$ cat config.mk
export PLATFORM = sky130hd
export DESIGN_NAME = xnor_conv_top
export DESIGN_NICKNAME = d
export VERILOG_FILES = /design/src/verilog/xnor_conv_pkg.sv /design/src/verilog/conv_sequencer.sv /design/src/verilog/majority_tree.sv /design/src/verilog/row_packer.sv /design/src/verilog/xnor_conv_top.sv /design/src/verilog/xnor_window.sv
export SDC_FILE = /design/constraint.sdc
export NUM_CORES = 1
export LEC_CHECK = 0
export BUFFER_PORTS_ARGS = -buffer_cell sky130_fd_sc_hd__buf_2
export CORE_ASPECT_RATIO = 1.1
export CORE_MARGIN = 1
export CORE_UTILIZATION = 28
export CTS_CLUSTER_SIZE = 16
export DETAILED_ROUTE_END_ITERATION = 10
export PLACE_DENSITY = 0.54
export SETUP_SLACK_MARGIN = 0.05
export SLEW_MARGIN = 5
export SYNTH_ARGS = -nofsm -noshare
export SYNTH_HDL_FRONTEND = slang
export SYNTH_SLANG_ARGS = --single-unit
$ cat constraint.sdc
create_clock -name clk -period 4.1 [get_ports clk]
set_input_delay 0.82 -clock clk [delete_from_list [all_inputs] [get_ports clk]]
set_output_delay 0.82 -clock clk [all_outputs]
set_load 0.01 [all_outputs]
$ cat src/verilog/xnor_conv_pkg.sv
// shared widths, types, states and memory map of the binary conv engine, imported by rtl and tb
package xnor_conv_pkg;

	// ========================================================================
	// widths
	// ========================================================================

	// sram word address
	typedef logic [11:0] addr_t;
	// one image row or one output row, bit c is column c
	typedef logic [15:0] row_word_t;
	// column index inside a row word
	typedef logic [3:0] col_idx_t;
	// kernel bits, bit 3k+m is kernel row k, column m
	typedef logic [8:0] kernel_t;
	// mismatch flags, same bit order as the kernel
	typedef logic [8:0] window_t;

	// ========================================================================
	// sequencer states
	// ========================================================================

	typedef enum logic [3:0] {
		s_idle,
		s_read_rows,
		s_read_cols,
		s_fill_r0,
		s_fill_r1,
		s_fill_r2,
		s_stream,
		s_next_row,
		s_drain
	} seq_state_t;

	// ========================================================================
	// constants and memory map
	// ========================================================================

	// fixed 3x3 kernel
	localparam int kernel_dim = 3;
	// kernel data word, dimension word at 0 is never read
	localparam addr_t weight_data_addr = 12'd1;
	// rows word that ends the image list
	localparam row_word_t end_marker = 16'h00FF;
	// largest mismatch count that still votes 1
	localparam int vote_threshold = 4;
	// streamed column to vote bit at the packer
	localparam int pipe_depth = 5;

endpackage

$ cat src/verilog/conv_sequencer.sv
// run/busy fsm of the conv engine, reads headers, kernel and rows and streams columns
`timescale 1ns/1ps

module conv_sequencer (
	input  logic                     clk,
	input  logic                     reset_b,
	input  logic                     dut_run,
	input  xnor_conv_pkg::row_word_t sram_dut_read_data,
	input  xnor_conv_pkg::row_word_t wmem_dut_read_data,
	output logic                     dut_busy,
	output xnor_conv_pkg::addr_t     dut_sram_read_address,
	output xnor_conv_pkg::addr_t     dut_wmem_read_address,
	output logic                     pix_valid,
	output logic [2:0]               pix_col,
	output xnor_conv_pkg::col_idx_t  col_idx,
	output logic                     row_last_col,
	output logic                     kernel_load,
	output xnor_conv_pkg::kernel_t   kernel,
	output xnor_conv_pkg::col_idx_t  out_cols
);
	import xnor_conv_pkg::*;

	seq_state_t state;

	// three-row buffer, row_0 is the top row of the window
	row_word_t row_0;
	row_word_t row_1;
	row_word_t row_2;

	// image size minus one, low nibble only
	logic [3:0] rows_m1;
	col_idx_t   cols_m1;

	// bottom buffered row, current column
	logic [3:0] row_cnt;
	col_idx_t   col_cnt;

	// cycles left before busy drops
	logic [2:0] drain_cnt;

	logic last_col;
	logic last_row;

	assign last_col = (col_cnt == cols_m1);
	assign last_row = (row_cnt == rows_m1);

	// kernel word is valid here, wmem address was set on run start
	assign kernel_load = (state == s_read_cols);
	assign kernel      = wmem_dut_read_data[8:0];

	// ========================================================================
	// fsm and read addresses
	// ========================================================================

	// read data always belongs to the address held in the previous state,
	// so the address runs one word ahead of the state that takes it
	always_ff @(posedge clk or negedge reset_b) begin
		if (!reset_b) begin
			state                 <= s_idle;
			dut_busy              <= 1'b0;
			dut_sram_read_address <= '0;
			dut_wmem_read_address <= '0;
			row_cnt               <= '0;
			col_cnt               <= '0;
			drain_cnt             <= '0;
			pix_valid             <= 1'b0;
		end else begin
			// one streamed column per stream cycle
			pix_valid <= (state == s_stream);
			case (state)
				s_idle: begin
					// run only looked at here
					if (dut_run) begin
						state                 <= s_read_rows;
						dut_busy              <= 1'b1;
						dut_sram_read_address <= dut_sram_read_address + 1'b1;
						dut_wmem_read_address <= weight_data_addr;
					end
				end
				s_read_rows: begin
					// rows word on the bus
					if (sram_dut_read_data == end_marker) begin
						state     <= s_drain;
						drain_cnt <= 3'(pipe_depth);
					end else begin
						state                 <= s_read_cols;
						dut_sram_read_address <= dut_sram_read_address + 1'b1;
					end
				end
				s_read_cols: begin
					state                 <= s_fill_r0;
					dut_sram_read_address <= dut_sram_read_address + 1'b1;
				end
				s_fill_r0: begin
					state                 <= s_fill_r1;
					dut_sram_read_address <= dut_sram_read_address + 1'b1;
					// bottom row index once the buffer is full
					row_cnt               <= 4'(kernel_dim - 1);
				end
				s_fill_r1: begin
					state                 <= s_fill_r2;
					dut_sram_read_address <= dut_sram_read_address + 1'b1;
				end
				s_fill_r2: begin
					state   <= s_stream;
					col_cnt <= '0;
				end
				s_stream: begin
					col_cnt <= col_cnt + 1'b1;
					if (last_col) begin
						if (last_row) begin
							// address already sits on the next header
							state                 <= s_read_rows;
							dut_sram_read_address <= dut_sram_read_address + 1'b1;
						end else begin
							state <= s_next_row;
						end
					end
				end
				s_next_row: begin
					// next row comes back in fill_r2
					state                 <= s_fill_r2;
					dut_sram_read_address <= dut_sram_read_address + 1'b1;
					row_cnt               <= row_cnt + 1'b1;
				end
				s_drain: begin
					// let the last row write finish before dropping busy
					if (drain_cnt == '0) begin
						state                 <= s_idle;
						dut_busy              <= 1'b0;
						dut_sram_read_address <= '0;
						dut_wmem_read_address <= '0;
					end else begin
						drain_cnt <= drain_cnt - 1'b1;
					end
				end
				default: state <= s_idle;
			endcase
		end
	end

	// ========================================================================
	// row buffer and column stream
	// ========================================================================

	always_ff @(posedge clk) begin
		// column bits, bit k from buffered row k
		pix_col      <= {row_2[col_cnt], row_1[col_cnt], row_0[col_cnt]};
		col_idx      <= col_cnt;
		row_last_col <= last_col;
		case (state)
			s_read_rows: rows_m1 <= sram_dut_read_data[3:0] - 4'd1;
			s_read_cols: cols_m1 <= sram_dut_read_data[3:0] - 4'd1;
			s_fill_r0:   row_0   <= sram_dut_read_data;
			s_fill_r1:   row_1   <= sram_dut_read_data;
			s_fill_r2: begin
				row_2    <= sram_dut_read_data;
				// late update, previous image votes are through by now
				out_cols <= cols_m1 - col_idx_t'(kernel_dim - 2);
			end
			s_next_row: begin
				// move buffer up one row
				row_0 <= row_1;
				row_1 <= row_2;
			end
			default: ;
		endcase
	end

endmodule

$ cat src/verilog/majority_tree.sv
// two-stage full adder tree, nine mismatch flags in, one vote bit out two cycles later
`timescale 1ns/1ps

module majority_tree (
	input  logic                    clk,
	input  logic                    reset_b,
	input  logic                    win_valid,
	input  xnor_conv_pkg::window_t  win_flags,
	input  xnor_conv_pkg::col_idx_t win_col,
	input  logic                    win_row_end,
	output logic                    vote_valid,
	output logic                    vote,
	output xnor_conv_pkg::col_idx_t vote_col,
	output logic                    vote_row_end
);
	import xnor_conv_pkg::*;

	// {carry, sum}
	function automatic logic [1:0] full_add(input logic a, input logic b, input logic c);
		full_add = {(a & b) | (c & (a ^ b)), a ^ b ^ c};
	endfunction

	// stage 1, one adder per kernel row
	logic [2:0] s1_sum_d;
	logic [2:0] s1_carry_d;
	logic [2:0] s1_sum;
	logic [2:0] s1_carry;
	logic       s1_valid;
	col_idx_t   s1_col;
	logic       s1_row_end;

	// stage 2 weights
	logic       ones;
	logic       twos_a;
	logic       twos_b;
	logic       fours;
	logic [3:0] mis_count;

	always_comb begin
		for (int k = 0; k < kernel_dim; k++)
			{s1_carry_d[k], s1_sum_d[k]} = full_add(win_flags[3*k], win_flags[3*k+1],
				win_flags[3*k+2]);
	end

	// sums give ones and one twos, carries give the other twos and fours
	assign {twos_a, ones}  = full_add(s1_sum[0], s1_sum[1], s1_sum[2]);
	assign {fours, twos_b} = full_add(s1_carry[0], s1_carry[1], s1_carry[2]);
	assign mis_count = {1'b0, fours, 2'b00} + {2'b00, twos_a, 1'b0} +
		{2'b00, twos_b, 1'b0} + {3'b000, ones};

	always_ff @(posedge clk or negedge reset_b) begin
		if (!reset_b) begin
			s1_valid   <= 1'b0;
			vote_valid <= 1'b0;
		end else begin
			s1_valid   <= win_valid;
			vote_valid <= s1_valid;
		end
	end

	// partial sums, tags ride along
	always_ff @(posedge clk) begin
		s1_sum       <= s1_sum_d;
		s1_carry     <= s1_carry_d;
		s1_col       <= win_col;
		s1_row_end   <= win_row_end;
		vote         <= (mis_count <= 4'(vote_threshold));
		vote_col     <= s1_col;
		vote_row_end <= s1_row_end;
	end

endmodule

$ cat src/verilog/row_packer.sv
// packs vote bits into one output row word and writes it to the output sram on row end
`timescale 1ns/1ps

module row_packer (
	input  logic                     clk,
	input  logic                     reset_b,
	input  logic                     dut_busy,
	input  logic                     vote_valid,
	input  logic                     vote,
	input  xnor_conv_pkg::col_idx_t  vote_col,
	input  logic                     vote_row_end,
	input  xnor_conv_pkg::col_idx_t  out_cols,
	output xnor_conv_pkg::addr_t     dut_sram_write_address,
	output xnor_conv_pkg::row_word_t dut_sram_write_data,
	output logic                     dut_sram_write_enable
);
	import xnor_conv_pkg::*;

	// bits of the row so far
	row_word_t acc;
	row_word_t acc_next;
	row_word_t vote_bit;
	logic      bit_en;
	logic      row_done;

	// columns at or past out_cols stay zero
	assign bit_en   = vote_valid && vote && (vote_col < out_cols);
	assign vote_bit = bit_en ? (row_word_t'(1) << vote_col) : '0;
	assign acc_next = acc | vote_bit;

	// last vote of the row is folded in on the same edge
	assign row_done = vote_valid && vote_row_end;

	// ========================================================================
	// accumulator and write port
	// ========================================================================

	always_ff @(posedge clk or negedge reset_b) begin
		if (!reset_b) begin
			acc                    <= '0;
			dut_sram_write_enable  <= 1'b0;
			dut_sram_write_address <= '0;
		end else begin
			// single cycle write pulse
			dut_sram_write_enable <= row_done;
			if (row_done)
				acc <= '0;
			else
				acc <= acc_next;
			// count up across images, restart on every run
			if (!dut_busy)
				dut_sram_write_address <= '0;
			else if (dut_sram_write_enable)
				dut_sram_write_address <= dut_sram_write_address + 1'b1;
		end
	end

	// data word for the write pulse
	always_ff @(posedge clk) begin
		if (row_done)
			dut_sram_write_data <= acc_next;
	end

endmodule

$ cat src/verilog/xnor_conv_top.sv
// top of the xnor 3x3 conv engine, wires sequencer, window, majority tree and row packer
`timescale 1ns/1ps

module xnor_conv_top (
	input  logic                     clk,
	input  logic                     reset_b,
	input  logic                     dut_run,
	output logic                     dut_busy,
	output xnor_conv_pkg::addr_t     dut_sram_read_address,
	input  xnor_conv_pkg::row_word_t sram_dut_read_data,
	output xnor_conv_pkg::addr_t     dut_wmem_read_address,
	input  xnor_conv_pkg::row_word_t wmem_dut_read_data,
	output xnor_conv_pkg::addr_t     dut_sram_write_address,
	output xnor_conv_pkg::row_word_t dut_sram_write_data,
	output logic                     dut_sram_write_enable
);
	import xnor_conv_pkg::*;

	// sequencer -> window
	logic       pix_valid;
	logic [2:0] pix_col;
	col_idx_t   col_idx;
	logic       row_last_col;
	logic       kernel_load;
	kernel_t    kernel;
	col_idx_t   out_cols;

	// window -> tree
	logic       win_valid;
	window_t    win_flags;
	col_idx_t   win_col;
	logic       win_row_end;

	// tree -> packer
	logic       vote_valid;
	logic       vote;
	col_idx_t   vote_col;
	logic       vote_row_end;

	// ========================================================================
	// control and memory reads
	// ========================================================================

	conv_sequencer u_seq (
		.clk                   (clk),
		.reset_b               (reset_b),
		.dut_run               (dut_run),
		.sram_dut_read_data    (sram_dut_read_data),
		.wmem_dut_read_data    (wmem_dut_read_data),
		.dut_busy              (dut_busy),
		.dut_sram_read_address (dut_sram_read_address),
		.dut_wmem_read_address (dut_wmem_read_address),
		.pix_valid             (pix_valid),
		.pix_col               (pix_col),
		.col_idx               (col_idx),
		.row_last_col          (row_last_col),
		.kernel_load           (kernel_load),
		.kernel                (kernel),
		.out_cols              (out_cols)
	);

	// ========================================================================
	// datapath
	// ========================================================================

	xnor_window u_win (
		.clk          (clk),
		.reset_b      (reset_b),
		.pix_valid    (pix_valid),
		.pix_col      (pix_col),
		.col_idx      (col_idx),
		.row_last_col (row_last_col),
		.kernel_load  (kernel_load),
		.kernel       (kernel),
		.win_valid    (win_valid),
		.win_flags    (win_flags),
		.win_col      (win_col),
		.win_row_end  (win_row_end)
	);

	majority_tree u_tree (
		.clk          (clk),
		.reset_b      (reset_b),
		.win_valid    (win_valid),
		.win_flags    (win_flags),
		.win_col      (win_col),
		.win_row_end  (win_row_end),
		.vote_valid   (vote_valid),
		.vote         (vote),
		.vote_col     (vote_col),
		.vote_row_end (vote_row_end)
	);

	row_packer u_pack (
		.clk                    (clk),
		.reset_b                (reset_b),
		.dut_busy               (dut_busy),
		.vote_valid             (vote_valid),
		.vote                   (vote),
		.vote_col               (vote_col),
		.vote_row_end           (vote_row_end),
		.out_cols               (out_cols),
		.dut_sram_write_address (dut_sram_write_address),
		.dut_sram_write_data    (dut_sram_write_data),
		.dut_sram_write_enable  (dut_sram_write_enable)
	);

endmodule

$ cat src/verilog/xnor_window.sv
// kernel register and 3x3 pixel shift window, gives the nine mismatch flags per output pixel
`timescale 1ns/1ps

module xnor_window (
	input  logic                    clk,
	input  logic                    reset_b,
	input  logic                    pix_valid,
	input  logic [2:0]              pix_col,
	input  xnor_conv_pkg::col_idx_t col_idx,
	input  logic                    row_last_col,
	input  logic                    kernel_load,
	input  xnor_conv_pkg::kernel_t  kernel,
	output logic                    win_valid,
	output xnor_conv_pkg::window_t  win_flags,
	output xnor_conv_pkg::col_idx_t win_col,
	output logic                    win_row_end
);
	import xnor_conv_pkg::*;

	kernel_t    kernel_q;
	// pixels in kernel bit order, column 2 is the newest
	window_t    pix_win;
	window_t    pix_next;
	// columns shifted in this row, saturates at 2
	logic [1:0] fill_cnt;

	// shift left by one column, new column enters at m=2
	always_comb begin
		for (int k = 0; k < kernel_dim; k++) begin
			pix_next[3*k]     = pix_win[3*k+1];
			pix_next[3*k + 1] = pix_win[3*k+2];
			pix_next[3*k + 2] = pix_col[k];
		end
	end

	// mismatch where pixel and weight differ
	assign win_flags = pix_win ^ kernel_q;

	// ========================================================================
	// fill control
	// ========================================================================

	always_ff @(posedge clk or negedge reset_b) begin
		if (!reset_b) begin
			fill_cnt  <= '0;
			win_valid <= 1'b0;
		end else begin
			// full window once this is the third column
			win_valid <= pix_valid && (fill_cnt == 2'(kernel_dim - 1));
			if (pix_valid) begin
				if (row_last_col)
					fill_cnt <= '0;
				else if (fill_cnt != 2'(kernel_dim - 1))
					fill_cnt <= fill_cnt + 1'b1;
			end
		end
	end

	// ========================================================================
	// window and tags
	// ========================================================================

	always_ff @(posedge clk) begin
		if (kernel_load)
			kernel_q <= kernel;
		if (pix_valid)
			pix_win <= pix_next;
		// output column is the leftmost window column
		win_col     <= col_idx - col_idx_t'(kernel_dim - 1);
		win_row_end <= pix_valid && row_last_col;
	end

endmodule
==> results.yml <==
floorplan:
  die_h_um: 181.3
  fp.dieW_um: 165.0
  start_util_pct: 28.50
  dieArea_mm2: 0.02991
  coreArea_mm2: 0.02871
  row_count: 65
  ioPinCount: 89
pwr:
  irDropWorstVdd_v: 0.0002867
  p_per_area_mw_per_mm2: 657.3
  power_mw: 6.255
  power_leakage_nw: 4.041
timing:
  slew_viol_final: 0
  tightest_slew_ps: 1019
  rsz0062_at_grt: "false"
  finalCriticalPeriod_ps: 2646
  setup_viol: 0
  fmax_mhz: 377.9
  timing.hold.ws_ps: 323.8
  hold_viol_final: 0
  min_period_over_period_pct: 64.54
  relSlewSlack_pct: 32.10
  setup_tns_ps: 0
  clock_skew_ps: 10.74
route:
  drt_iter0_markers: 230
  first_pass_iters: 4
  num_vias: 5165
  drc_errors: 0
  vias_per_cell: 4.487
  wl_mm: 15.54
  avgRoutedWirePerCell_um: 13.50
  antenna_left: 0
logic_synthesis:
  yosysWarnings: 0
  synth_top_area_cell: "edfxtp_1"
  synth.cell_area_mm2: 0.008183
  ys_seq_area_share_pct: 61.10
  synth_top_flop_cell: "edfxtp_1"
  ys_ff_latch: 187
  yosys.area.top_type_share_pct: 34.50
  ys_types: 63
  syn_inst: 703
  synth_common_cells: "nand2_1 (127), edfxtp_1 (94), dfrtp_1 (63)"
  yosysMostFrequentCell: "nand2_1"
  synth_top_cells_by_area: "edfxtp_1 (34%), dfrtp_1 (19%), dfxtp_1 (7.3%)"
  synth_area_per_cell_um2: 11.64
  synth_edf_count: 94
  async_flop_share_pct: 33.69
place:
  dp_hpwl_mm: 10.59
  dpl_cell_area_mm2: 0.008905
  routabilityCongestion: 0.7660
  port_buffers: 70
  place_inst: 1119
global_routing:
  grt_overflow: 0
  grt_antenna_before_repair: 0
  grt_pass1_wl_mm: 25.93
  grt_max_degree: 38
  grt_usage_pct: 11.16
  grt_pass1_vias: 5072
worst_setup_path:
  cp-start-kind: "flop"
  worstReg2RegEnd: "u_seq.dut_sram_read_address[9]$_DFFE_PN0P_"
  cp_max_fo: 13
  cp_cell_sequence: "xor2_1 > o41ai_4 > o41ai_2 > or4_4 > o41ai_1"
  cpMaxStageDelayCell: "dfrtp_1"
  slowest_delay_ps: 740
  endpoint: "u_seq.dut_sram_read_address[9]$_DFFE_PN0P_"
  rrSetupSlack_ps: 1450
  end_kind: "flop"
  path_class: "flop to flop"
  crit_start: "u_seq.col_cnt[1]$_DFFE_PN0P_"
  reg2reg_depth: 5
  cp_data_arrival_time_ps: 2970
  r2r-start: "u_seq.col_cnt[1]$_DFFE_PN0P_"
  required_ps: 4430
cts:
  root_buffer: "clkbuf_16"
  clock_latency_ps: 430
  cts_tree: "built"
  numCtsBuffers: 17
  hold_buffers: 0
  cts_max_level: 4
  clock_sinks: 187
  clockBufferDepth: 2
  clkTransAtPathRegs_ps: 70
  post_cts_resized: 0
  postCtsSetupBuffers: 0
min_path:
  hold_path.class: "flop to flop"
run:
  cap_viol_max_count: 0
cells_and_area:
  area_delta_synth_final_pct: 16.30
  multiInputGateArea_mm2: 0.002858
  antenna_cells: 0
  fin_cells: 1151
  final_nets: 826
  seq_area_mm2: 0.005000
  fillerInstances: 2867
  drive_above_1_share_pct: 16.73
  stdcell_area_mm2: 0.009517
status:
  status: "complete, no violations"
==> placed cells by master, fill, tap and decap left out, types with 21 or more instances in the layout <==
master and instances:
inv_1 43, dfrtp_1 63, dfxtp_1 30, xor2_1 24
edfxtp_1 94, o21ai_0 26, nand2_1 127, nor3_1 21
buf_2 70, a21oi_1 30
==> layout make-up <==
| type | count | area share (%) |
|---|---|---|
| Sequential cell | 187 | 52.54 |
| Clock buffer | 22 | 5.548 |
| Timing Repair Buffer | 80 | 4.470 |
| Inverter | 43 | 1.696 |
| Tap cell | 368 | 4.838 |
| Clock inverter | 10 | 0.8809 |
| Multi-Input combinational cell | 441 | 30.03 |
==> power by group <==
group | total [mW] | switching [mW] | internal (mW)
Clock | 1.68 | 0.744 | 0.936
Combinational | 1.60 | 0.985 | 0.618
Sequential | 2.97 | 0.385 | 2.59
Total | 6.25 | 2.11 | 4.14
==> metal layers <==
metal,share of wire [%],vias up,GRT usage [%]
li1,-,2588,-
met1,48,2470,14.79
met2,47,87,17.71
met3,3.4,20,2.433
met4,1.5,0,4.110
met5,0,-,0
==> metrics by stage <==
step                util (%)  worst slack [ps]
floorplan                  -              1275
global placement       31.02              1268
detailed placement     31.02              1249
CTS                    33.15              1471
global route           33.15              1272
finish                 33.15              1454
==> cells by family after synthesis <==
kind of cell    count (synthesis)  synth area share [%]
other cells                     1               0.04583
flops                         187                 61.10
buf+inv                        85                 4.648
xor+xnor                       34                 3.731
compound gates                114                 9.526
simple gates                  240                 13.78
mux                            21                 3.501
fa+ha+maj                      21                 3.670
==> sequential cells by signal, indices dropped and copies added (netlist names), 2 cells and up <==
signal and cells:
u_seq.out_cols 4, u_seq.rows_m1 4, u_win.pix_win 9, u_seq.drain_cnt 3, u_pack.dut_sram_write_data 16, u_seq.dut_sram_read_address 12
u_pack.dut_sram_write_address 12, u_pack.acc 16, u_seq.col_cnt 4, u_seq.row_cnt 4, u_tree.vote_col 4, u_seq.row_0 16
u_win.win_col 4, u_seq.state 4, u_win.kernel_q 9, u_seq.cols_m1 4, u_seq.col_idx 4, u_tree.s1_sum 3
u_win.fill_cnt 2, u_seq.pix_col 3, u_tree.s1_carry 3, u_tree.s1_col 4, u_seq.row_2 16, u_seq.row_1 16
==> worst max-delay path: cells and delay by family, from the launching register on <==
family | cells | cell delay (ps)
compound gates | 3 | 900
xor+xnor | 1 | 250
flops | 1 | 740
simple gates | 1 | 650
==> worst min path at each step <==
stage                                    startpoint  depth (start not counted)  slack (ps)                          end
after floorplan            u_win.win_col[0]$_DFF_P_                          0         310     u_tree.s1_col[0]$_DFF_P_
after global placement     u_tree.s1_col[2]$_DFF_P_                          0         310   u_tree.vote_col[2]$_DFF_P_
after detailed placement  u_tree.s1_row_end$_DFF_P_                          0         310  u_tree.vote_row_end$_DFF_P_
after CTS                  u_win.win_col[1]$_DFF_P_                          0         330     u_tree.s1_col[1]$_DFF_P_
after global routing       u_tree.s1_col[1]$_DFF_P_                          0         340   u_tree.vote_col[1]$_DFF_P_
final                      u_win.win_col[1]$_DFF_P_                          0         320     u_tree.s1_col[1]$_DFF_P_
Power figures use the tool's default switching activity.
